**src/design/age_timer.sv**
```systemverilog
`timescale 1ns/1ns

module age_timer (
    input  logic        clk,
    input  logic        rst_n,
    input  logic        busy,
    input  logic        issued,
    input  logic [15:0] limit,
    output logic        expired
);

    logic [15:0] count;

    // Age of the oldest stretch without forward progress
    always_ff @(posedge clk) begin
        if (!rst_n) begin
            count <= '0;
        end else if (issued || !busy) begin
            count <= '0;
        end else if (count != '1) begin
            count <= count + 16'd1;
        end
    end

    always_ff @(posedge clk) begin
        if (!rst_n) begin
            expired <= 1'b0;
        end else begin
            expired <= busy && !issued && (count == limit);
        end
    end

endmodule

```
**config.mk**
```make
export PLATFORM = sky130hd
export DESIGN_NAME = age_timer
export DESIGN_NICKNAME = d
export VERILOG_FILES = /design/src/design/age_timer.sv
export SDC_FILE = /design/constraint.sdc
export NUM_CORES = 1
export LEC_CHECK = 0
export BUFFER_PORTS_ARGS = -buffer_cell sky130_fd_sc_hd__buf_2
export CAP_MARGIN = 20
export CORE_MARGIN = 10
export CORE_UTILIZATION = 56
export CTS_CLUSTER_DIAMETER = 150
export CTS_CLUSTER_SIZE = 8
export DETAILED_ROUTE_END_ITERATION = 12
export PLACE_DENSITY = 0.82
export SLEW_MARGIN = 20
export SYNTH_ARGS = -nofsm -noshare
export SYNTH_HDL_FRONTEND = slang
export SYNTH_SLANG_ARGS = --single-unit
```
**constraint.sdc**
```tcl
create_clock -name clk -period 3 [get_ports clk]
set_input_delay 0.15 -clock clk [delete_from_list [all_inputs] [get_ports clk]]
set_output_delay 0.15 -clock clk [all_outputs]
set_load 0.1 [all_outputs]
```
Word level (Yosys, flattened, before mapping)
Index checks and enable logic that the tools add are counted.
Cells by class
  add/sub/neg operators: 1
  $mul: 0
  divide/modulo/power cells: 0
  order comparisons: 0
  equal/unequal tests: 2
  shift-type cells: 0
  multiplexer cells: 0
  bitwise gates (word level): 1
  reduce and logical (&&, ||, !) cells: 6
Operator list (count)
  $add A16 B1 Y16 const B: 1
  $eq A16 B16 Y1: 1
  $ne A16 B16 Y1 const B: 1
  $logic_and A1 B1 Y1: 2
  $logic_not A1 Y1: 2
  $reduce_or A2 Y1: 1
  $logic_or A1 B1 Y1: 1
  $not A1 Y1: 1
Word-level totals
  bits in registers: 17
  bits in latches: 0
  bits in writable memories: 0
  bits in read-only memories: 0
  bits of input ports: 20
  output and inout bits: 1
  memories: 0

Longest topological paths before layout
  depth in word-level cells: 3
  gate-level depth with buffers: 6
  mapped depth without buffers: 5

Least setup slack after synthesis
OpenSTA, ideal clock, no wires.
  path type: reg-to-reg
  start: register count[0]
  end: register count[9]
  library setup time: 59 ps
  arrival: 1710 ps
  required time: 2941 ps
  setup slack: 1231 ps
  cell stages (with the launch flop): 7
  path buffers: 1
  clock period less this slack: 1769 ps
  cells stage by stage: dfxtp_1 -> ha_1 -> nand4_2 -> or4_1 -> buf_2 -> a211o_1 -> nand2_1
On the way
  word-level cells in the longest chain between the ends: 1
  elaborated cells between the ends (all ways): 2
  those cells by class: 1 x add/sub; 1 x eq/ne
RTL lines
  start: declaration: line 12  | logic [15:0] count;
  start signal: assignment: line 21  | count <= count + 16'd1;
  $add A16 B1 Y16 / $ne A16 B16 Y1 (equally long branches): line 21, 20
Several ways; a longest one is shown, not always the timed one.
A chain may end at the register's enable or synchronous reset.

Final worst setup path
Same ends and word-level chain as after synthesis.

==> results.json <==
{
  "outcome": "complete, no violations",
  "via_per_inst": 6.329,
  "drv_cap": 0,
  "post_cts.repair.setup_buffers": 0,
  "power.leakage_nw": 0.4474,
  "critPathMaxFanout": 6,
  "antenna_found_initial": 0,
  "synth_cells": 116,
  "critPathCaptureType": "register",
  "wl_per_cell_um": 15.64,
  "r2r-start": "count[0]",
  "diodes": 0,
  "synth_ff_type": "dfxtp_1",
  "instances_no_fill": 155,
  "rsz0062_at_grt": "false",
  "clock.fmax_mhz": 516.6,
  "grt_start_max_net_pins": 16,
  "io_buffer_count": 20,
  "finClkSkew_ps": 4.846,
  "start_util_pct": 58.22,
  "power_density_nw_per_um2": 338.0,
  "postCtsHoldBufs": 0,
  "ys_seq_area_share_pct": 34.61,
  "ff2ff_setup_slack_ps": 1060,
  "layout-drive-gt1-share_pct": 21.01,
  "syn_avg_cell_area_um2": 8.478,
  "ff2ff_path_depth": 5,
  "die_h_um": 61.91,
  "insertion_delay_ps": 290,
  "multi_input_area_um2": 621.8,
  "setup_ws_ps": 1064,
  "grt_pass1_wl_um": 4015,
  "worstSetupPathType": "register to register",
  "critPathLaunch": "count[0]",
  "irDropWorstVdd_mv": 0.2377,
  "min_path_type": "primary input to register",
  "setup_viol": 0,
  "yosysTopAreaCell": "dfxtp_1",
  "cts_resized": 0,
  "fp.dieW_um": 61.91,
  "startpoint_type": "register",
  "ys_types": 36,
  "drc": 0,
  "synthTopCellsByArea": "dfxtp_1 (35%), xor2_1 (14%), nand2_1 (4.2%)",
  "regArea_um2": 340.3,
  "rows": 15,
  "synth_async_sr_flop_share_pct": 0,
  "relSlewSlack_pct": 56.56,
  "worstPathArrival_ps": 2180,
  "hold_viol_final": 0,
  "nNetsFinal": 160,
  "fillerInstances": 142,
  "crit_path_end": "count[9]",
  "cts-root-buf": "clkbuf_4",
  "cts_buffers": 3,
  "final_cell_mix": "buf_2 (20), dfxtp_1 (17), xor2_1 (16), nand2_1 (11), a21oi_1 (8)",
  "htreeDepth": 1,
  "synth_seq_cells": 17,
  "design.die.area_um2": 3832,
  "cts_buffer_depth": 2,
  "initialDrtViolationCount": 28,
  "synth_fp_nets": 137,
  "preCtsSetupSlack_ps": 1103,
  "grt_pass1_vias": 916,
  "synth_top_area_share_pct": 34.61,
  "pin_count": 21,
  "final_common_cell": "buf_2",
  "grt_usage_pct": 13.79,
  "num_vias": 981,
  "cts_tree": "done",
  "tns_ps": 0,
  "path_clk_slew_ps": 100,
  "gp_congestion": 0.8392,
  "first_pass_iters": 4,
  "synth_edf_count": 0,
  "worst_pin_slew_ps": 645.6,
  "synth.cell_area_um2": 983.4,
  "cp.required_ps": 3240,
  "post-route-min-period_ps": 1936,
  "final.period_utilization_pct": 64.52,
  "clock_sinks": 17,
  "grt_overflow": 0,
  "design.core.area_um2": 1689,
  "slew_viol_final": 0,
  "hold_ws_ps": 171.7,
  "synth_warnings": 0,
  "hpwl_um": 1811,
  "ant_nets": 0,
  "dp.cells": 151,
  "drt-total-wl_um": 2424,
  "reg2reg_to": "count[9]",
  "fin_util_pct": 66.59,
  "syn2layout_area_growth_pct": 14.38
}
worst min-delay path by stage:
stage,startpoint,endpoint,slack [ps],cells after the start
6_report,limit[15],expired,170,3
5_1_grt,issued,count[2],190,4
4_1_cts,limit[15],expired,170,3
3_5_place_dp,limit[15],expired,470,3
3_3_place_gp,limit[15],expired,450,3
2_1_floorplan,limit[15],expired,340,2
final cells by class:
class	count	area share (%)
clock buffer	4	2.336
inverter	2	0.6674
sequential	17	30.26
multi-input combinational	94	55.28
timing repair buffer	21	9.566
tap	17	1.891
Yosys cell counts, drive strengths merged, types with 3 or more instances:
cell and number:
a21oi 8, a31oi 3, dfxtp 17, nand2 11
nand3 4, nand4 7, nor2 7, nor3 4
nor4 6, o21ai 5, or3 3, or4 3
xor2 16
kinds of logic after synthesis:
kind of cell | count (synthesis) | share of synthesized area [%]
buffers and inverters | 5 | 2.163
AO/OA/AOI/OAI | 24 | 15.14
multiplexers | 1 | 1.018
flip-flops | 17 | 34.61
adder cells (fa/ha/maj) | 1 | 1.272
XOR/XNOR | 17 | 15.14
AND/OR/NAND/NOR | 51 | 30.66
layer usage:
layer / part of all wire, % / GRT usage, %
met1: 43 / 16.26
met2: 47 / 20.79
met3: 8.3 / 5.285
met4: 1.5 / 7.962
met5: 0 / 0
report_power, final:
group	switching [mW]	internal, mW	leakage, nW
sequential	0.000887	0.226	0.137
clock	0.0719	0.0518	0.0150
combinational	0.0141	0.0153	0.295
total	0.0869	0.293	0.447
worst max-delay path, cell delays in order, from the launching register on:
cell and delay [ps]:
dfxtp_1 410, ha_1 240, nand4_2 190, or4_1 650
a211o_1 350, nand2_1 50
sequential cells by signal, summed over array words and instances, names as in the netlist:
signal,cells
count,16
expired,1
through the flow:
| stage | power, mW | cell area, um^2 |
|---|---|---|
| after floorplan | 0.2444 | 983.4 |
| after global placement | 0.2603 | 1099 |
| after detailed placement | 0.2616 | 1099 |
| after CTS | 0.3829 | 1125 |
| after global routing | 0.3949 | 1125 |
| final | 0.3802 | 1125 |
Power figures use the tool's default switching activity.
