--- config.mk ---
export PLATFORM = sky130hd
export DESIGN_NAME = mexq_apb_regs
export DESIGN_NICKNAME = d
export VERILOG_FILES = /design/src/design/mexq_apb_pkg.sv /design/src/design/mexq_apb_regs.sv
export SDC_FILE = /design/constraint.sdc
export NUM_CORES = 1
export LEC_CHECK = 0
export BUFFER_PORTS_ARGS = -buffer_cell sky130_fd_sc_hd__buf_4
export CAP_MARGIN = 40
export CORE_ASPECT_RATIO = 0.75
export CORE_MARGIN = 2
export CORE_UTILIZATION = 34
export DETAILED_ROUTE_END_ITERATION = 10
export HOLD_SLACK_MARGIN = 0.1
export PLACE_DENSITY = 0.81
export SYNTH_ARGS = -nofsm -noshare
export SYNTH_HDL_FRONTEND = slang
export SYNTH_SLANG_ARGS = --single-unit
--- constraint.sdc ---
create_clock -name clk -period 1.5 [get_ports clk]
set_input_delay 0.075 -clock clk [delete_from_list [all_inputs] [get_ports clk]]
set_output_delay 0.075 -clock clk [all_outputs]
set_load 0.01 [all_outputs]
--- src/design/mexq_apb_pkg.sv ---
package mexq_apb_pkg;

    typedef struct packed {
        logic        psel;
        logic        penable;
        logic        pwrite;
        logic [7:0]  paddr;
        logic [31:0] pwdata;
    } apb_req_t;

    typedef struct packed {
        logic [31:0] prdata;
        logic        pready;
        logic        pslverr;
    } apb_rsp_t;

    localparam logic [7:0] REG_CTRL    = 8'h00;
    localparam logic [7:0] REG_STATUS  = 8'h04;
    localparam logic [7:0] REG_TIMEOUT = 8'h08;
    localparam logic [7:0] REG_CLEAR   = 8'h0C;

    // Queue controller states as reported in STATUS bits 1:0
    typedef enum logic [1:0] {IDLE = 2'd0, RUN = 2'd1, DRAIN = 2'd2, HUNG = 2'd3} ctrl_state_e;

endpackage

--- src/design/mexq_apb_regs.sv ---
`timescale 1ns/1ns

module mexq_apb_regs (
    input  logic                      clk,
    input  logic                      rst_n,
    input  mexq_apb_pkg::apb_req_t    apb_req,
    output mexq_apb_pkg::apb_rsp_t    apb_rsp,
    input  mexq_apb_pkg::ctrl_state_e state,
    input  logic [3:0]                occupancy,
    input  logic                      ctrl_done,
    output logic                      enable,
    output logic                      drain,
    output logic                      clear,
    output logic [15:0]               limit
);
    import mexq_apb_pkg::*;

    logic access;
    logic wr;
    logic mapped;

    assign access = apb_req.psel && apb_req.penable;
    assign wr     = access && apb_req.pwrite;
    assign mapped = apb_req.paddr inside {REG_CTRL, REG_STATUS, REG_TIMEOUT, REG_CLEAR};
    assign clear  = wr && apb_req.paddr == REG_CLEAR && apb_req.pwdata[0];

    always_ff @(posedge clk) begin
        if (!rst_n) begin
            enable <= 1'b0;
            drain  <= 1'b0;
            limit  <= 16'd255;
        end else begin
            // Leaving DRAIN or HUNG wins over a CTRL write in the same cycle
            if (ctrl_done) begin
                enable <= 1'b0;
                drain  <= 1'b0;
            end else if (wr && apb_req.paddr == REG_CTRL) begin
                enable <= apb_req.pwdata[0];
                drain  <= apb_req.pwdata[1];
            end
            if (wr && apb_req.paddr == REG_TIMEOUT) begin
                limit <= apb_req.pwdata[15:0];
            end
        end
    end

    always_comb begin
        apb_rsp.pready  = 1'b1;
        apb_rsp.pslverr = access && (!mapped || (apb_req.pwrite && apb_req.paddr == REG_STATUS));
        case (apb_req.paddr)
            REG_CTRL:    apb_rsp.prdata = {30'd0, drain, enable};
            REG_STATUS:  apb_rsp.prdata = {23'd0, state == HUNG, occupancy, 2'd0, state};
            REG_TIMEOUT: apb_rsp.prdata = {16'd0, limit};
            default:     apb_rsp.prdata = '0;
        endcase
    end

endmodule

Yosys cells after proc, flatten, opt, wreduce, memory -nomap -nowiden. Cells that the tools add are included.

Bitwise operators: 1. Eq/ne operators: 4. Mux-type cells: 1. Reduce and logical (&&, ||, !) cells: 13.

Operators with widths (count): 16-bit one-hot mux with 3 select lines (1); 8-bit by 4-bit equality test with 1-bit output (second input constant) (2); 8-bit by 3-bit equality test with 1-bit output (second input constant) (1); 1-bit logical AND (8); 8-bit zero test (1); 4-bit nonzero test (1); 2-bit equality test (second input constant) (1); 2-bit OR reduction (1); 1-bit zero test (1); 1-bit logical OR (1); 1-bit inverter (1).

Bits in registers: 18. Logic and storage cells: 22. Output and inout port bits: 53. Bits of input ports: 52.

Depth between registers and ports, before layout. Gate-level depths: netlist (run 1).

Depth after elaboration: 5. Mapped depth: 5. Depth with buffers taken out: 3.

Worst setup path after synthesis (run 1). Ideal clock, no wire load.

Kind: input port to flip-flop. Start point: input apb_req[33] (netlist bit). End point: register limit[10]. Path buffers: 1. Data required time: 1428 ps. Data arrival time: 1411 ps. Cell stages on the path: 4. Path slack: 17 ps. Setup time: 72 ps. Cell sequence: or4_1 -> buf_12 -> nor3_4 -> mux2i_1.

Longest elaborated chain between the ends: 2.

Ends and longest elaborated chain: from (decl) (RTL line mexq_apb_regs.sv:6) `input mexq_apb_pkg::apb_req_t apb_req,`; 8-bit by 4-bit equality test with 1-bit output (RTL line mexq_apb_regs.sv:41) `if (wr && apb_req.paddr == REG_TIMEOUT) begin`; 1-bit logical AND (RTL line mexq_apb_regs.sv:41); to (signal assigned) (RTL line mexq_apb_regs.sv:42) `limit <= apb_req.pwdata[15:0];`; to (decl) (RTL line mexq_apb_regs.sv:14) `output logic [15:0] limit`.

Every way passes these cells. A chain may end at the register's enable or synchronous reset.

==> impl_metrics.ini, run 1 <==
[min_path]
whs_endpoint = limit[6]
hold_path_class = input port to flip-flop
worstHoldPathCells = 3
worstHoldStart = apb_req[6]

[detailed_routing]
routed_wl_mm = 3.55
firstDrtPassIters = 4
drcViolationCount = 0
wl_per_cell_um = 13.1
drt_iter0_drc = 110
vias_per_cell = 4.95
antenna_left = 0
dr_total_vias = 1341

[yosys]
ys_warn_count = 0
yosys.area_share.xor_xnor = 0
ys_types = 26
yosys.area.top_type_share = 0.307
syn_area_um2 = 1170
synthCells = 145
synth_top_family_by_area = simple AND/OR/NAND/NOR gates
yosys.area_share.adder = 0
synth_seq_cells = 18
syn_area_per_cell_um2 = 8.10
synth_area_leaders = dfxtp_1 31%, buf_4 11%, mux2i_1 10%
synth-simple-area-share = 0.288
synth.area.mux_share = 0.102
synth_compound_area_frac = 0.130
synth_area_leader_cell = dfxtp_1
ys_seq_area_frac = 0.307

[worst_setup_path]
cp_max_fo = 5
crit_path_start_kind = input port
reg2reg_to = limit[1]
end_kind = output pin
crit-reg2reg-launch = limit[1]
cp_data_required_time_ns = 1.42
path_class = input port to output pin
arrival_ns = 1.22
r2r_slack_ns = 0.81
rr_worst_depth = 2

[cells_and_area]
final_cell_area_um2 = 1900
layout-drive-gt1-share = 0.398
area_delta_synth_final_pct = 62.1
nets = 284
antenna_cells = 0

[grt]
grt_usage = 0.179
gr-total-overflow = 0
grt_pass1_wl_mm = 5.41
grt_max_degree = 26
grt_pass1_vias = 1122
antenna_found_initial = 0

[clocking]
h-tree-depth = 1
cts_tree = built
cts_inserted_buffers = 3
post_cts_buffers = 0
clkSinkCount = 18
clk_latency_ns = 0.25
cts_max_path_buffers = 2
clkTransAtPathRegs_ns = 0.07
cts_root_buf = clkbuf_8

[placed_design]
place_congestion = 0.815
dpl.hpwl_mm = 2.56
placed_cell_area_um2 = 1740
port_buffers = 71

[timing]
final.min_clock_period_ns = 1.30
maxSlewViolCount = 0
hold-worst-slack_ns = 0.105
finalSetupTns_ns = 0
post-route-period-util = 0.865
finalHoldViolations = 0
rsz0062_at_grt = no
max_freq_ghz = 0.770
setup_viol = 0
clock_skew_ns = 0

[die]
top_level_ports = 105
std_cell_rows = 18
die_w_um = 71.9
core-area_um2 = 3290
die_area_um2 = 3950
die_h_um = 54.9
start_util = 0.357

[run_status]
status = completed

[power]
ir_drop_v = 0.000358
cellPowerDensity_nw_per_um2 = 575
cellLeakagePower_nw = 0.900

[run]
max_cap_viol_count = 0
-- critical path, cell delays in order --
cell     delay (ns)
buf_4          0.11
nor4_2         0.41
nand2_1        0.19
buf_4          0.19
nor2_1         0.11
buf_4          0.13
-- flip-flops by register name, indices dropped and copies added (netlist names) --
signal  flops
limit      16
drain       1
enable      1
-- cell usage after synthesis (all sizes together) --
| library cell | number |
|---|---|
| dfxtp | 18 |
| nor2b | 2 |
| a32oi | 1 |
| nor4 | 9 |
| conb | 2 |
| nand3 | 2 |
| nor3 | 2 |
| nand2 | 23 |
| buf | 20 |
| or4 | 1 |
| and3 | 10 |
| nor4b | 1 |
| and2b | 1 |
| clkbuf | 7 |
| or4b | 1 |
| a2bb2oi | 2 |
| mux2i | 12 |
| a22oi | 4 |
| a31oi | 9 |
| o21ai | 8 |
| nor2 | 9 |
| and4 | 1 |
-- where the power goes --
part / switching, W / internal, W / total, W
sequential: 0.000000131 / 0.000478 / 0.000478
clock: 0.000166 / 0.000233 / 0.000399
combinational: 0.000102 / 0.000116 / 0.000218
-- repair_timing --
| item | in CTS | in global routing |
|---|---|---|
| hold buffers | 11 | 0 |
| hold endpoints to repair | 11 | 0 |
| resized for setup | 0 | 0 |
-- cells in the final DEF, fill, tap and decap left out, drive strengths merged --
| master | netlist | routed |
|---|---|---|
| nor4b | 1 | 1 |
| a32oi | 1 | 1 |
| o21ai | 8 | 8 |
| dlygate4sd3 | 0 | 11 |
| buf | 20 | 83 |
| and4 | 1 | 1 |
| nand2 | 23 | 23 |
| mux2i | 12 | 12 |
| conb | 2 | 17 |
| or4 | 1 | 1 |
| a31oi | 9 | 9 |
| clkbuf | 7 | 4 |
| nor2 | 9 | 9 |
| or4b | 1 | 1 |
| dfxtp | 18 | 18 |
| a2bb2oi | 2 | 2 |
| nor4 | 9 | 9 |
| and3 | 10 | 10 |
| nor2b | 2 | 2 |
| nand3 | 2 | 2 |
| nor3 | 2 | 2 |
| and2b | 1 | 1 |
| a22oi | 4 | 4 |
-- how the worst max path moves through the flow --
stage / startpoint / endpoint / slack, ns / cells past startpoint
3_3_place_gp: apb_req[39] / limit[2] / -0.006 / 5
4_1_cts: apb_req[33] / apb_rsp[7] / 0.22 / 6
2_1_floorplan: apb_req[33] / limit[10] / 0.02 / 4
5_1_grt: apb_req[33] / limit[0] / 0.14 / 5
6_report: apb_req[33] / apb_rsp[7] / 0.20 / 6
3_5_place_dp: apb_req[39] / limit[7] / -0.04 / 5
-- per-layer routing --
layer / wire length, um / vias up / track usage
li1: - / 661 / -
met1: 1560 / 616 / 0.220
met2: 1640 / 60 / 0.310
met3: 314 / 4 / 0.0634
met4: 25 / 0 / 0.0377
met5: 0 / - / 0
-- kinds of logic (layout without fill, tap and decap cells) --
group           after synthesis  after routing
other cells                   2             17
mux                          12             12
buf+inv                      27             98
simple gates                 62             62
compound gates               24             24
flops                        18             18
-- stage by stage --
step	utilization	total power, W	std cells	setup WS [ns]
3_5_place_dp	0.529	0.000681	256	-0.0438
4_1_cts	0.579	0.00110	271	0.222
6_report	0.579	0.00110	271	0.202
2_1_floorplan	-	0.000607	160	0.0170
5_1_grt	0.579	0.00116	271	0.140
3_3_place_gp	0.529	0.000678	256	-0.00615
-- area by class of cell --
type | count | area (um^2)
repair buffers | 94 | 758
clock buffers | 4 | 55.1
flip-flops and latches | 18 | 360
fillers | 310 | 1380
multi-input cells | 115 | 681
well taps | 40 | 50.0
No activity file was read; power rests on OpenSTA's default activity.
==> run 2: changes to the inputs <==
PLACE_DENSITY = 0.77   (was 0.81)
==> run 2 against run 1 <==
Compared with the run above: core utilization down 0.38 points; design area down 0.66%; total power down 0.30%; clock power about the same; combinational power about the same; flip-flop and latch count unchanged; via count down 2.0%; sequential share of layout area up 0.13 points; hold slack better by 0.0076 ns; sequential power about the same; first-iteration DRC count up 2.7%.
==> impl_metrics.ini, run 2 (synthesis gave the netlist of run 1 again) <==
[power]
net-switching-power_w = 0.000267
cellLeakagePower_nw = 0.890
ir_drop_v = 0.000404
combPwrFrac = 0.197
switching_share = 0.244
pwr-share-seq = 0.438
internal_power_w = 0.000825
clkPwrFrac = 0.366
cellPowerDensity_nw_per_um2 = 577

[cells_and_area]
area_delta_synth_final_pct = 61.0
final_cells = 270
nets = 283
layout_commonest_cell = buf_4
layout-drive-gt1-share = 0.383
fin_util = 0.575
largest_register_ffs = 16
top_regs = limit x16, drain x1, enable x1
antenna_cells = 0
most-common-layout-cells = 78 x buf_4, 23 x nand2_1, 18 x dfxtp_1
top_register = limit

[clocking]
clkTransAtPathRegs_ns = 0.07
cts_inserted_buffers = 3
post_cts_buffers = 0
cts_resized = 0
cts_max_path_buffers = 2
clk_latency_ns = 0.25
cts_tree = built
clkSinkCount = 18
h-tree-depth = 1
cts_root_buf = clkbuf_8
cts-hold-fix-buffers = 14

[worst_setup_path]
slowest_delay_ns = 0.42
crit_top_cell = buf_4
cp_top_family = simple AND/OR/NAND/NOR gates
arrival_ns = 1.24
cp_data_required_time_ns = 1.42
cp_max_fo = 5
critPathSlowestCell = nor4_2
path_class = input port to output pin
crit_path_start_kind = input port
crit_chain = buf_4 > nor4_2 > nand2_1 > buf_4 > nor2_1 > buf_4
end_kind = output pin
worst-path-buf-inv = 3

[timing]
finalHoldViolations = 0
setup_ws_ns = 0.183
max_freq_ghz = 0.759
rsz0062_at_grt = no
clock_skew_ns = 0
post-route-period-util = 0.878
maxSlewViolCount = 0
finalSetupTns_ns = 0
final.min_clock_period_ns = 1.32
setup_viol = 0

[grt]
grt_max_degree = 26
grt_pass1_vias = 1203
grt_pass1_wl_mm = 5.74
gr-total-overflow = 0
grt_usage = 0.191
antenna_found_initial = 0

[run]
max_cap_viol_count = 0

[detailed_routing]
drcViolationCount = 0
routed_wl_mm = 3.62
drt_iter0_drc = 113
wl_per_cell_um = 13.4
antenna_left = 0
vias_per_cell = 4.87
firstDrtPassIters = 4
dr_total_vias = 1314

[die]
std_cell_rows = 18
start_util = 0.357
top_level_ports = 105
core-area_um2 = 3290
die_area_um2 = 3950
die_w_um = 71.9
die_h_um = 54.9

[placed_design]
place_ws_ns = 0.0132
dpl.hpwl_mm = 2.60
placed_cells = 252
port_buffers = 71
place_congestion = 0.786

[min_path]
hold_path_class = input port to flip-flop

[run_status]
status = completed
-- run 2: changes by cell type in the layout (fill, tap and decap cells not counted), sizes merged --
cell	before	now
buf	83	79
dlygate4sd3	11	14
-- run 2: layer usage --
layer,vias up,routed length (um),global-route usage
li1,654,-,-
met1,595,1500,0.232
met2,61,1730,0.341
met4,0,20,0.0377
met3,4,370,0.0616
met5,-,0,0
-- run 2: worst paths after layout --
path | slack, ns | cells past startpoint | from | end
setup / recovery | 0.18 | 6 | apb_req[33] | apb_rsp[8]
hold / removal | 0.11 | 4 | ctrl_done | drain
setup reg to reg | 0.82 | 2 | limit[7] | limit[7]
hold reg to reg | 0.47 | 2 | limit[10] | limit[10]
-- run 2: metrics by stage --
| stage | total power, W | area, um^2 | hold slack, ns |
|---|---|---|---|
| final | 0.00109 | 1890 | 0.113 |
| after global routing | 0.00115 | 1890 | 0.134 |
| after CTS | 0.00111 | 1890 | 0.107 |
| after detailed placement | 0.000673 | 1700 | 0.343 |
| after global placement | 0.000670 | 1700 | 0.334 |
| after floorplan | 0.000607 | 1230 | 0.217 |
-- run 2: power groups by stage --
stage | Clock, W | Sequential [W] | Combinational [W]
floorplan | 0 | 0.000489 | 0.000118
global placement | 0 | 0.000489 | 0.000181
detailed placement | 0 | 0.000489 | 0.000184
CTS | 0.000415 | 0.000478 | 0.000214
global route | 0.000435 | 0.000478 | 0.000235
finish | 0.000399 | 0.000478 | 0.000215
-- run 2: worst min-delay path, delay by kind of cell --
family	cells	cell delay, ns
simple gates	2	0.12
mux	1	0.05
buf+inv	1	0.08
-- run 2: final cells by class --
| class | count | area, um^2 |
|---|---|---|
| clock buffers | 4 | 55.1 |
| fillers | 302 | 1400 |
| multi-input cells | 115 | 681 |
| flip-flops and latches | 18 | 360 |
| well taps | 40 | 50.0 |
| repair buffers | 93 | 746 |
