<file path="src/design/mexq_apb_pkg.sv">
package mexq_apb_pkg;

    typedef struct packed {
        logic        psel;
        logic        penable;
        logic        pwrite;
        logic [7:0]  paddr;
        logic [31:0] pwdata;
    } apb_req_t;

    typedef struct packed {
        logic [31:0] prdata;
        logic        pready;
        logic        pslverr;
    } apb_rsp_t;

    localparam logic [7:0] REG_CTRL    = 8'h00;
    localparam logic [7:0] REG_STATUS  = 8'h04;
    localparam logic [7:0] REG_TIMEOUT = 8'h08;
    localparam logic [7:0] REG_CLEAR   = 8'h0C;

    // Queue controller states as reported in STATUS bits 1:0
    typedef enum logic [1:0] {IDLE = 2'd0, RUN = 2'd1, DRAIN = 2'd2, HUNG = 2'd3} ctrl_state_e;

endpackage

</file>
<file path="src/design/mexq_ctrl_fsm.sv">
`timescale 1ns/1ns

module mexq_ctrl_fsm (
    input  logic                      clk,
    input  logic                      rst_n,
    input  logic                      enable,
    input  logic                      drain,
    input  logic                      clear,
    input  logic                      expired,
    input  logic [3:0]                occupancy,
    output mexq_apb_pkg::ctrl_state_e state,
    output logic                      alloc_en,
    output logic                      ctrl_done
);
    import mexq_apb_pkg::*;

    ctrl_state_e state_next;

    always_comb begin
        state_next = state;
        ctrl_done  = 1'b0;
        case (state)
            IDLE: begin
                if (enable) begin
                    state_next = RUN;
                end
            end
            RUN: begin
                if (expired) begin
                    state_next = HUNG;
                end else if (drain) begin
                    state_next = DRAIN;
                end
            end
            DRAIN: begin
                if (expired) begin
                    state_next = HUNG;
                end else if (occupancy == 4'd0) begin
                    state_next = IDLE;
                    ctrl_done  = 1'b1;
                end
            end
            HUNG: begin
                // Software must re-enable after recovering a stuck queue
                if (clear) begin
                    state_next = IDLE;
                    ctrl_done  = 1'b1;
                end
            end
            default: state_next = IDLE;
        endcase
    end

    always_ff @(posedge clk) begin
        if (!rst_n) begin
            state <= IDLE;
        end else begin
            state <= state_next;
        end
    end

    assign alloc_en = (state == RUN);

endmodule

</file>
<file path="config.mk">
export PLATFORM = sky130hd
export DESIGN_NAME = mexq_ctrl_fsm
export DESIGN_NICKNAME = d
export VERILOG_FILES = /design/src/design/mexq_apb_pkg.sv /design/src/design/mexq_ctrl_fsm.sv
export SDC_FILE = /design/constraint.sdc
export NUM_CORES = 1
export LEC_CHECK = 0
export ABC_AREA = 1
export BUFFER_PORTS_ARGS = -buffer_cell sky130_fd_sc_hd__buf_4
export CORE_AREA = 2 2 39 41
export DETAILED_ROUTE_END_ITERATION = 6
export DIE_AREA = 0 0 41 43
export GPL_TIMING_DRIVEN = 0
export MAX_ROUTING_LAYER = met4
export PLACE_DENSITY = 0.33
export SLEW_MARGIN = 20
export SYNTH_ARGS = -nofsm -noshare
export SYNTH_HDL_FRONTEND = slang
export SYNTH_SLANG_ARGS = --single-unit
</file>
<file path="constraint.sdc">
create_clock -name clk -period 1.2 [get_ports clk]
set_input_delay 0.06 -clock clk [delete_from_list [all_inputs] [get_ports clk]]
set_output_delay 0.06 -clock clk [all_outputs]
set_load 0.01 [all_outputs]
</file>
-- Word level (Yosys, flattened, before mapping)
Cells that the tools add are included.
Widths: inputs -> output; s select.
- flip-flop bits (word level): 2
- latch bits: 0
- bits in writable memories: 0
- bits in read-only memories: 0
- bits of input ports: 10
- output and inout port bits: 4
- memories kept: 0
- $add $sub $neg: 0
- multipliers: 0
- divide/modulo/power cells: 0
- order comparisons: 0
- equality and inequality tests: 7
- shifts and indexed selects: 0
- muxes and demuxes: 11
- bitwise operators: 0
- reductions and logical operators: 3
- operators by type and width (operator ; count):
    $mux 2 ; 6
    $pmux 2 s4 ; 1
    $ne 3x3->1 const B ; 2
    $eq 2x2->1 const B ; 2
    $logic_not 4->1 ; 1
    $ne 2x2->1 const B ; 2
    $reduce_and 4->1 ; 1
    $mux 1 ; 3
    $eq 2x1->1 const B ; 1
    $logic_not 2->1 ; 1
    $pmux 1 s2 ; 1

-- Longest topological paths before layout
Gate-level depths: netlist of the first run.
- depth in word-level cells: 4
- depth in mapped cells: 8
- depth with buffers taken out: 8

-- Least setup slack after synthesis of the first run
Ideal clock, no wire load.
- path kind: flip-flop to flip-flop
- start point: register state[0]
- end point: register state[1]
- data arrival time: 1006 ps
- data required time: 1086 ps
- slack: 81 ps
- cell stages (with the launch flop): 7
- period minus slack after synthesis: 1119 ps
- cell sequence: dfxtp_1 -> inv_2 -> nor2_1 -> nand2_1 -> nand3_1 -> o21bai_1 -> inv_1
- cells in the longest elaborated chain, start to end: 3
- elaborated cells between the ends (all ways): 10
- those cells by class: 7 x eq/ne; 1 x mux; 2 x reduce/logical
- RTL lines (what ; line ; RTL):
    from (decl) ; mexq_ctrl_fsm.sv:11 ; output mexq_apb_pkg::ctrl_state_e state,
    from (signal assigned) ; mexq_ctrl_fsm.sv:58 ; state <= state_next;
    $eq 2x1->1 (*) ; n/a ;
    net alloc_en ; mexq_ctrl_fsm.sv:12 ; output logic alloc_en,
    $ne 3x3->1 (no line) ; n/a ;
    $reduce_and 4->1 (no line) ; n/a ;
Mark *: on every way through the listed nets, which the timed path passes. The rest lies on a longest branch.
A chain may end at the register's enable or synchronous reset.

-- Worst setup path after layout of the first run
- start point: register state[1]
- end point: output ctrl_done
- cells in the longest elaborated chain, start to end: 2
- elaborated cells between the ends (all ways): 3
- those cells by class: 2 x eq/ne; 1 x mux
- RTL lines (what ; line ; RTL):
    $eq 2x2->1 ; mexq_ctrl_fsm.sv:22 ; case (state)
    $pmux 1 s2 (*) ; mexq_ctrl_fsm.sv:22 ;
    to (decl) ; mexq_ctrl_fsm.sv:13 ; output logic ctrl_done
Mark *: on every way between the ends. The rest lies on a longest branch, timed or not.

==> results.toml, run 1 <==
[detailed_routing]
vias_per_cell = 4.00
drt-initial-drc-count = 2
dr.pass1.iters = 2
drtAntennaViolNets = 0
finalWirelength_um = 541
drc = 0
route.vias.total = 264
wl_per_cell_um = 8.20

[placed_design]
gp_congestion = 0.569
portBuffers = 13
post_dp_cell_area_um2 = 298
hpwl_um = 437

[final_layout]
nFillCells = 166
design_area_um2 = 343
largest_register_ffs = 2
mostFrequentLayoutCell = "buf_4"
reg_top3 = "state x2"
drive_gt1_share_pct = 48.0
area_delta_synth_final_pct = 90.3
mostFrequentLayoutCells = "buf_4, nand2_1, nor2_1"
n_antenna_cell = 0
nNetsFinal = 62
regMostFlops = "state"

[worst_setup_path]
path_class = "register to output port"
cp.required_ns = 1.14
rr_worst_depth = 7
crit_path_max_fanout = 8
critPathArrivalTime_ns = 1.06
cp-start-kind = "register"
cp-end-kind = "output port"

[power]
power_frac_clock_pct = 28.3
irDropWorstVdd_v = 0.000412
switching_share_pct = 36.4
power_frac_seq_pct = 25.2
cellPowerDensity_nw_per_um2 = 1490
combPwrFrac_pct = 46.5
power.net_switching_w = 0.000185
internal_power_w = 0.000325
p_leak_nw = 0.183

[outcome]
status = "finished, final reports clean"

[synth]
synth_cell_types = 12
yosys.area.top_type_share_pct = 22.2
syn_nets = 43
synth-seq-cells = 2
netlist_top_cells_area = "dfxtp_1, nand2_1, nor2_1"
avgSynthCellArea_um2 = 5.46
yosys_warnings = 0
netlist_instances = 33
synth_area_um2 = 180
yosysSeqAreaShare_pct = 22.2
synth_top_area_cell = "dfxtp_1"

[clock_network]
clkSlewWorstSetupHoldPaths_ns = 0.03
cts.sinks = 2
root_buffer = "clkbuf_4"
clk-insertion-delay-late_ns = 0.22
hold_buffers = 0
cts_tree = "done"
htree_levels = 1
clock_path_buffers = 2
cts_buffers = 3

[die]
start_util_pct = 13.0
fp.dieW_um = 41
core_area_um2 = 1380
dieArea_um2 = 1760
die_y_um = 43
rows = 14
ios = 14

[timing]
fmax_mhz = 894
fin_crit_sh_pct = 93.3
tns_ns = 0
relSlewSlack_pct = 87.8
skew_ns = 0.000760
tightest_slew_ns = 0.182
fin_crit_ns = 1.12
setup_viol = 0
rsz0062_at_grt = "false"
hold_viol = 0
report.final.slew_viol_count = 0

[global_route]
grt_pass1_wl_um = 752
grt_pass1_vias = 208
gr-total-overflow = 0
grt_start_max_net_pins = 9
track_usage_pct = 6.88
antenna_found_initial = 0

[worst_hold_path]
worstHoldPathType = "primary input to register"
hold_depth = 3

[flow_run]
cap_violations = 0
## cells by family after synthesis
logic type / Yosys count / synth area share [%]
buffers and inverters: 5 / 10.4
AO/OA/AOI/OAI: 4 / 16.0
flip-flops: 2 / 22.2
AND/OR/NAND/NOR: 22 / 51.4
## cells in the mapped netlist
cell type	number
inv_1	4
nand3_1	4
inv_2	1
nor2_1	7
dfxtp_1	2
o21bai_1	1
nor2_2	1
o32ai_1	1
o21ai_0	1
o21a_1	1
nand2_1	9
nand2_2	1
## stage by stage
stage | worst slack, ns | total power [W] | util, % | cells | hold WS (ns)
2_1_floorplan | 0.0809 | 0.000244 | - | 33 | 0.186
3_5_place_dp | 0.121 | 0.000341 | 21.5 | 62 | 0.325
3_3_place_gp | 0.0893 | 0.000346 | 21.5 | 62 | 0.329
6_report | 0.0809 | 0.000510 | 24.8 | 66 | 0.0872
5_1_grt | 0.0128 | 0.000566 | 24.8 | 66 | 0.0899
4_1_cts | 0.0107 | 0.000503 | 23.9 | 65 | 0.0828
## layout make-up
cell class / count / area, um2 / share of cell area (%)
clock buffer: 3 / 22.5 / 6.57
inverter: 5 / 18.8 / 5.47
multi-input combinational: 26 / 131 / 38.3
sequential: 2 / 45.0 / 13.1
tap: 16 / 20.0 / 5.84
timing repair buffer: 14 / 105 / 30.7
## worst max-delay path, stage by stage, from the launching register on
cell	delay (ns)
dfxtp_4	0.38
nand2_2	0.07
o32ai_2	0.23
buf_4	0.16
## worst paths after layout
path / from / end / slack [ns]
hold reg to reg: state[1] / state[1] / 0.67
hold / removal: rst_n / state[0] / 0.09
setup / recovery: state[1] / ctrl_done / 0.08
setup reg to reg: state[0] / state[1] / 0.11
## power groups by stage
stage | registers (W) | logic, W | clock network [W]
floorplan | 0.000123 | 0.000121 | 0
global placement | 0.000125 | 0.000221 | 0
CTS | 0.000125 | 0.000224 | 0.000154
global route | 0.000134 | 0.000272 | 0.000160
finish | 0.000129 | 0.000237 | 0.000144
detailed placement | 0.000122 | 0.000219 | 0
## metal layers
metal,wire length [um],track usage (%)
met5,0,-
met4,17,8.00
met3,64,2.09
met2,244,10.3
met1,215,5.75
## what timing repair did
item / 4_1_cts / 5_1_grt
gates resized for setup: 3 / 2
endpoints found under the hold margin: 0 / 0
pin swaps: 0 / 0
setup buffers: 0 / 1
setup endpoints to repair: 1 / 1
No activity file was read; power rests on OpenSTA's default activity.
==> run 2: changes to the inputs <==
--- a/config.mk
+++ b/config.mk
@@ -11,8 +11,8 @@
 export DETAILED_ROUTE_END_ITERATION = 6
 export DIE_AREA = 0 0 41 43
 export GPL_TIMING_DRIVEN = 0
-export MAX_ROUTING_LAYER = met4
 export PLACE_DENSITY = 0.33
+export SKIP_CTS_REPAIR_TIMING = 1
 export SLEW_MARGIN = 20
 export SYNTH_ARGS = -nofsm -noshare
 export SYNTH_HDL_FRONTEND = slang
==> constraint.sdc (replaced) <==
create_clock -name clk -period 1.2 [get_ports clk]
set_input_delay 0.06 -clock clk [delete_from_list [all_inputs] [get_ports clk]]
set_output_delay 0.06 -clock clk [all_outputs]
set_load 0.02 [all_outputs]
==> run 2 against run 1 <==
Effect of this change:
- die area did not move
- register-to-register slack improved by 0.03 ns
- cell count rose by 1.5%
- critical endpoint unchanged
- clock skew rose by 0.0013 ns
- design area rose by 7.3%
- non-clock buffer count rose by 1
- sequential share of layout area fell by 0.21 points
- highest routed layer is now met3
- largest power group unchanged
- core utilization rose by 1.8 points
==> results.toml, run 2 (synthesis results as in run 1) <==
[outcome]
status = "finished, final reports clean"

[global_route]
gr-total-overflow = 0
grt_start_max_net_pins = 9
grt_pass1_wl_um = 848
antenna_found_initial = 0
grt_pass1_vias = 230
track_usage_pct = 7.11

[final_layout]
area_delta_synth_final_pct = 104
drive_gt1_share_pct = 51.0
largest_register_ffs = 2
instances_no_fill = 67
regMostFlops = "state"
nNetsFinal = 63
mostFrequentLayoutCell = "buf_4"
reg_top3 = "state x2"
fin_util_pct = 26.6
design_area_um2 = 368
mostFrequentLayoutCells = "buf_4, nand2_1, nor2_1"
nFillCells = 169
n_antenna_cell = 0
seqCellArea_um2 = 47.5
multiInputGateArea_um2 = 134

[timing]
fin_crit_sh_pct = 96.6
tns_ns = 0
rsz0062_at_grt = "true"
fin_crit_ns = 1.16
fmax_mhz = 862
report.final.slew_viol_count = 0
relSlewSlack_pct = 87.6
hold_viol = 0
tightest_slew_ns = 0.186
setup_viol = 0
skew_ns = 0.00210

[worst_hold_path]
hold_depth = 3
min_from = "rst_n"
worstHoldPathType = "primary input to register"
whs_endpoint = "state[0]"

[power]
cellPowerDensity_nw_per_um2 = 1580
power.net_switching_w = 0.000217
internal_power_w = 0.000364
power_frac_clock_pct = 24.9
irDropWorstVdd_v = 0.000492
p_leak_nw = 0.193
switching_share_pct = 37.3
power.total_w = 0.000581
combPwrFrac_pct = 53.0
power_frac_seq_pct = 22.1

[die]
core_area_um2 = 1380
die_y_um = 43
fp.dieW_um = 41
rows = 14
ios = 14
dieArea_um2 = 1760
start_util_pct = 13.0

[worst_setup_path]
timing.rr.end = "state[0]"
r2r_start = "state[0]"
cp-end-kind = "output port"
critPathArrivalTime_ns = 1.10
rrSetupSlack_ns = 0.14
crit_path_max_fanout = 8
cp.required_ns = 1.14
rr_worst_depth = 9
cp-start-kind = "register"
path_class = "register to output port"

[clock_network]
htree_levels = 1
root_buffer = "clkbuf_4"
cts_buffers = 3
cts.sinks = 2
cts_tree = "done"
clkSlewWorstSetupHoldPaths_ns = 0.03
clk-insertion-delay-late_ns = 0.22
clock_path_buffers = 2

[detailed_routing]
drc = 0
drtAntennaViolNets = 0
route.vias.total = 248
finalWirelength_um = 540
dr.pass1.iters = 2
wl_per_cell_um = 8.06
vias_per_cell = 3.70
drt-initial-drc-count = 2

[placed_design]
hpwl_um = 435
place_inst = 62
portBuffers = 13
gp_congestion = 0.613
post_dp_cell_area_um2 = 308

[flow_run]
cap_violations = 0
==> run 2: how the worst max path moves through the flow <==
stage,from,endpoint,cells after the start
final,state[1],ctrl_done,3
after global routing,state[0],ctrl_done,4
after CTS,state[1],ctrl_done,3
after detailed placement,state[1],state[0],7
after global placement,state[1],state[0],7
after floorplan,state[0],state[1],6
==> run 2: power by group through the flow <==
| stage | logic [W] | registers, W | clock network, W |
|---|---|---|---|
| floorplan | 0.000138 | 0.000138 | 0 |
| global placement | 0.000254 | 0.000125 | 0 |
| detailed placement | 0.000250 | 0.000123 | 0 |
| CTS | 0.000250 | 0.000123 | 0.000157 |
| global route | 0.000345 | 0.000133 | 0.000163 |
| finish | 0.000308 | 0.000128 | 0.000145 |
==> run 2: worst max-delay path, cell delays in order, from the launching register on <==
cell,delay (ns)
dfxtp_4,0.38
nand2_2,0.07
o32ai_2,0.25
buf_4,0.18
==> run 2: area by class of cell <==
cell class	instances	area share [%]
Sequential cell	2	12.9
Tap cell	16	5.44
Inverter	5	5.10
Clock buffer	3	6.12
Multi-Input combinational cell	26	36.4
Timing Repair Buffer	15	34.0
==> run 2: per-stage QoR <==
stage	hold WS (ns)	setup slack [ns]
3_5_place_dp	0.317	0.0817
5_1_grt	0.0715	-0.0162
3_3_place_gp	0.329	0.0469
4_1_cts	0.0788	-0.142
2_1_floorplan	0.186	-0.0339
6_report	0.0793	0.0404
==> run 2: metal layers <==
layer  track usage, %  share of wire (%)  up-vias
met2             10.3                 44        9
met5                0                  0        -
met3             3.14                 13        0
li1                 -                  -      141
met4             4.00                  0        0
met1             8.28                 44       98
==> run 3: changes to the inputs <==
--- a/config.mk
+++ b/config.mk
@@ -12,6 +12,7 @@
 export DIE_AREA = 0 0 41 43
 export GPL_TIMING_DRIVEN = 0
 export PLACE_DENSITY = 0.33
+export SETUP_SLACK_MARGIN = 0.5
 export SKIP_CTS_REPAIR_TIMING = 1
 export SLEW_MARGIN = 20
 export SYNTH_ARGS = -nofsm -noshare
==> run 3 against run 2 <==
Effect of this change:
- count of clock-buffer cells in the layout did not move
- non-clock buffer count grew 2
- first-iteration DRC count up 100%
- combinational power grew 19%
- wire length is 3.9% higher
- design area grew 14%
- critical path type unchanged
- highest routed layer unchanged
==> results.toml, run 3 (synthesis results as in run 1) <==
[outcome]
status = "finished, final reports clean"

[worst_setup_path]
crit_slowest_cell = "dfxtp_4"
critPathMaxStageDelay_ns = 0.38
path_class = "register to output port"
crit_buf_inv = 1
path_cells = "nand2_4, o32ai_4, buf_6"
cp.required_ns = 1.14
critPathArrivalTime_ns = 1.02
critical_path.top_delay_family = "flip-flops"
cp-end-kind = "output port"
cp-start-kind = "register"
crit_path_max_fanout = 7

[final_layout]
instances_no_fill = 69
n_antenna_cell = 0
nNetsFinal = 65
largest_register_ffs = 2
mostFrequentLayoutCells = "buf_4, nand2_1, nor2_1"
nFillCells = 166
area_delta_synth_final_pct = 132
reg_top3 = "state x2"
drive_gt1_share_pct = 54.7
mostFrequentLayoutCell = "buf_4"
regMostFlops = "state"

[detailed_routing]
wl_per_cell_um = 8.13
wl_met2_um = 295
vias_per_cell = 3.96
dr.pass1.iters = 2
finalWirelength_um = 561
met3_length_um = 39
met1_length_um = 225
drtAntennaViolNets = 0
topRoutingLayerUsed = "met3"
drt-initial-drc-count = 4
route.vias.total = 273
drc = 0

[die]
ios = 14
fp.dieW_um = 41
die_y_um = 43
rows = 14
core_area_um2 = 1380
dieArea_um2 = 1760
start_util_pct = 13.0

[timing]
skew_ns = 0.00210
rsz0062_at_grt = "true"
fin_crit_ns = 1.08
hold_slack_ns = 0.0928
setup_viol = 0
fmax_mhz = 923
tightest_slew_ns = 0.198
hold_viol = 0
fin_crit_sh_pct = 90.3
relSlewSlack_pct = 86.8
report.final.slew_viol_count = 0

[clock_network]
clkSlewWorstSetupHoldPaths_ns = 0.03
cts_buffers = 3
cts_tree = "done"
htree_levels = 1
cts.sinks = 2
root_buffer = "clkbuf_4"
clock_path_buffers = 2
clk-insertion-delay-late_ns = 0.22

[placed_design]
gp_congestion = 0.713
place_inst = 62
portBuffers = 13
hpwl_um = 460

[power]
irDropWorstVdd_v = 0.000698
p_leak_nw = 0.211
cellPowerDensity_nw_per_um2 = 1550

[global_route]
track_usage_pct = 8.51
gr-total-overflow = 0
antenna_found_initial = 0
grt_pass1_vias = 257
grt_start_max_net_pins = 9
grt_pass1_wl_um = 966

[flow_run]
cap_violations = 0

[worst_hold_path]
worstHoldPathType = "primary input to register"
## run 3: cell types whose count changed in the layout (fill, tap and decap cells not counted), sizes merged
cell / delta
buf: +2
clkinv: +1
inv: -1
## run 3: worst paths after layout
path             from        end  slack [ns]  cells past startpoint
max          state[1]  ctrl_done        0.12                      3
min reg2reg  state[1]   state[1]        0.66                      3
max reg2reg  state[0]   state[1]        0.13                      7
min             rst_n   state[0]        0.09                      3
## run 3: final cells by class
type | count | area (um2) | area share, %
Sequential cell | 2 | 47.5 | 11.4
Timing Repair Buffer | 17 | 146 | 35.0
Inverter | 5 | 23.8 | 5.69
Tap cell | 16 | 20.0 | 4.79
Clock buffer | 3 | 22.5 | 5.39
Multi-Input combinational cell | 26 | 158 | 37.7
## run 3: worst reg2reg max path, stage by stage, from the launching register on
cell and delay (ns):
dfxtp_4 0.37, clkinv_4 0.06, buf_4 0.15, nor2_4 0.09
nand2_2 0.06, nand3_1 0.06, o21bai_1 0.11, inv_1 0.05
## run 3: power breakdown
group	switching [W]	internal, W
clock network	0.0000362	0.000110
logic	0.000174	0.000193
registers	0.0000404	0.0000958
## run 3: layer usage
| metal | global-route usage, % | up-vias |
|---|---|---|
| li1 | - | 146 |
| met1 | 9.55 | 121 |
| met2 | 11.6 | 6 |
| met3 | 4.71 | 0 |
| met4 | 6.00 | 0 |
| met5 | 0 | - |
## run 3: stage by stage
| stage | util (%) | power, W | cell area (um2) | TNS [ns] | setup WS [ns] |
|---|---|---|---|---|---|
| 6_report | 30.2 | 0.000650 | 418 | 0 | 0.117 |
| 5_1_grt | 30.2 | 0.000709 | 418 | 0 | 0.0464 |
| 3_5_place_dp | 24.3 | 0.000413 | 337 | 0 | 0.183 |
| 3_3_place_gp | 24.3 | 0.000415 | 337 | 0 | 0.189 |
| 4_1_cts | 25.9 | 0.000571 | 359 | -0.0191 | -0.0191 |
| 2_1_floorplan | - | 0.000314 | 219 | 0 | 0.211 |
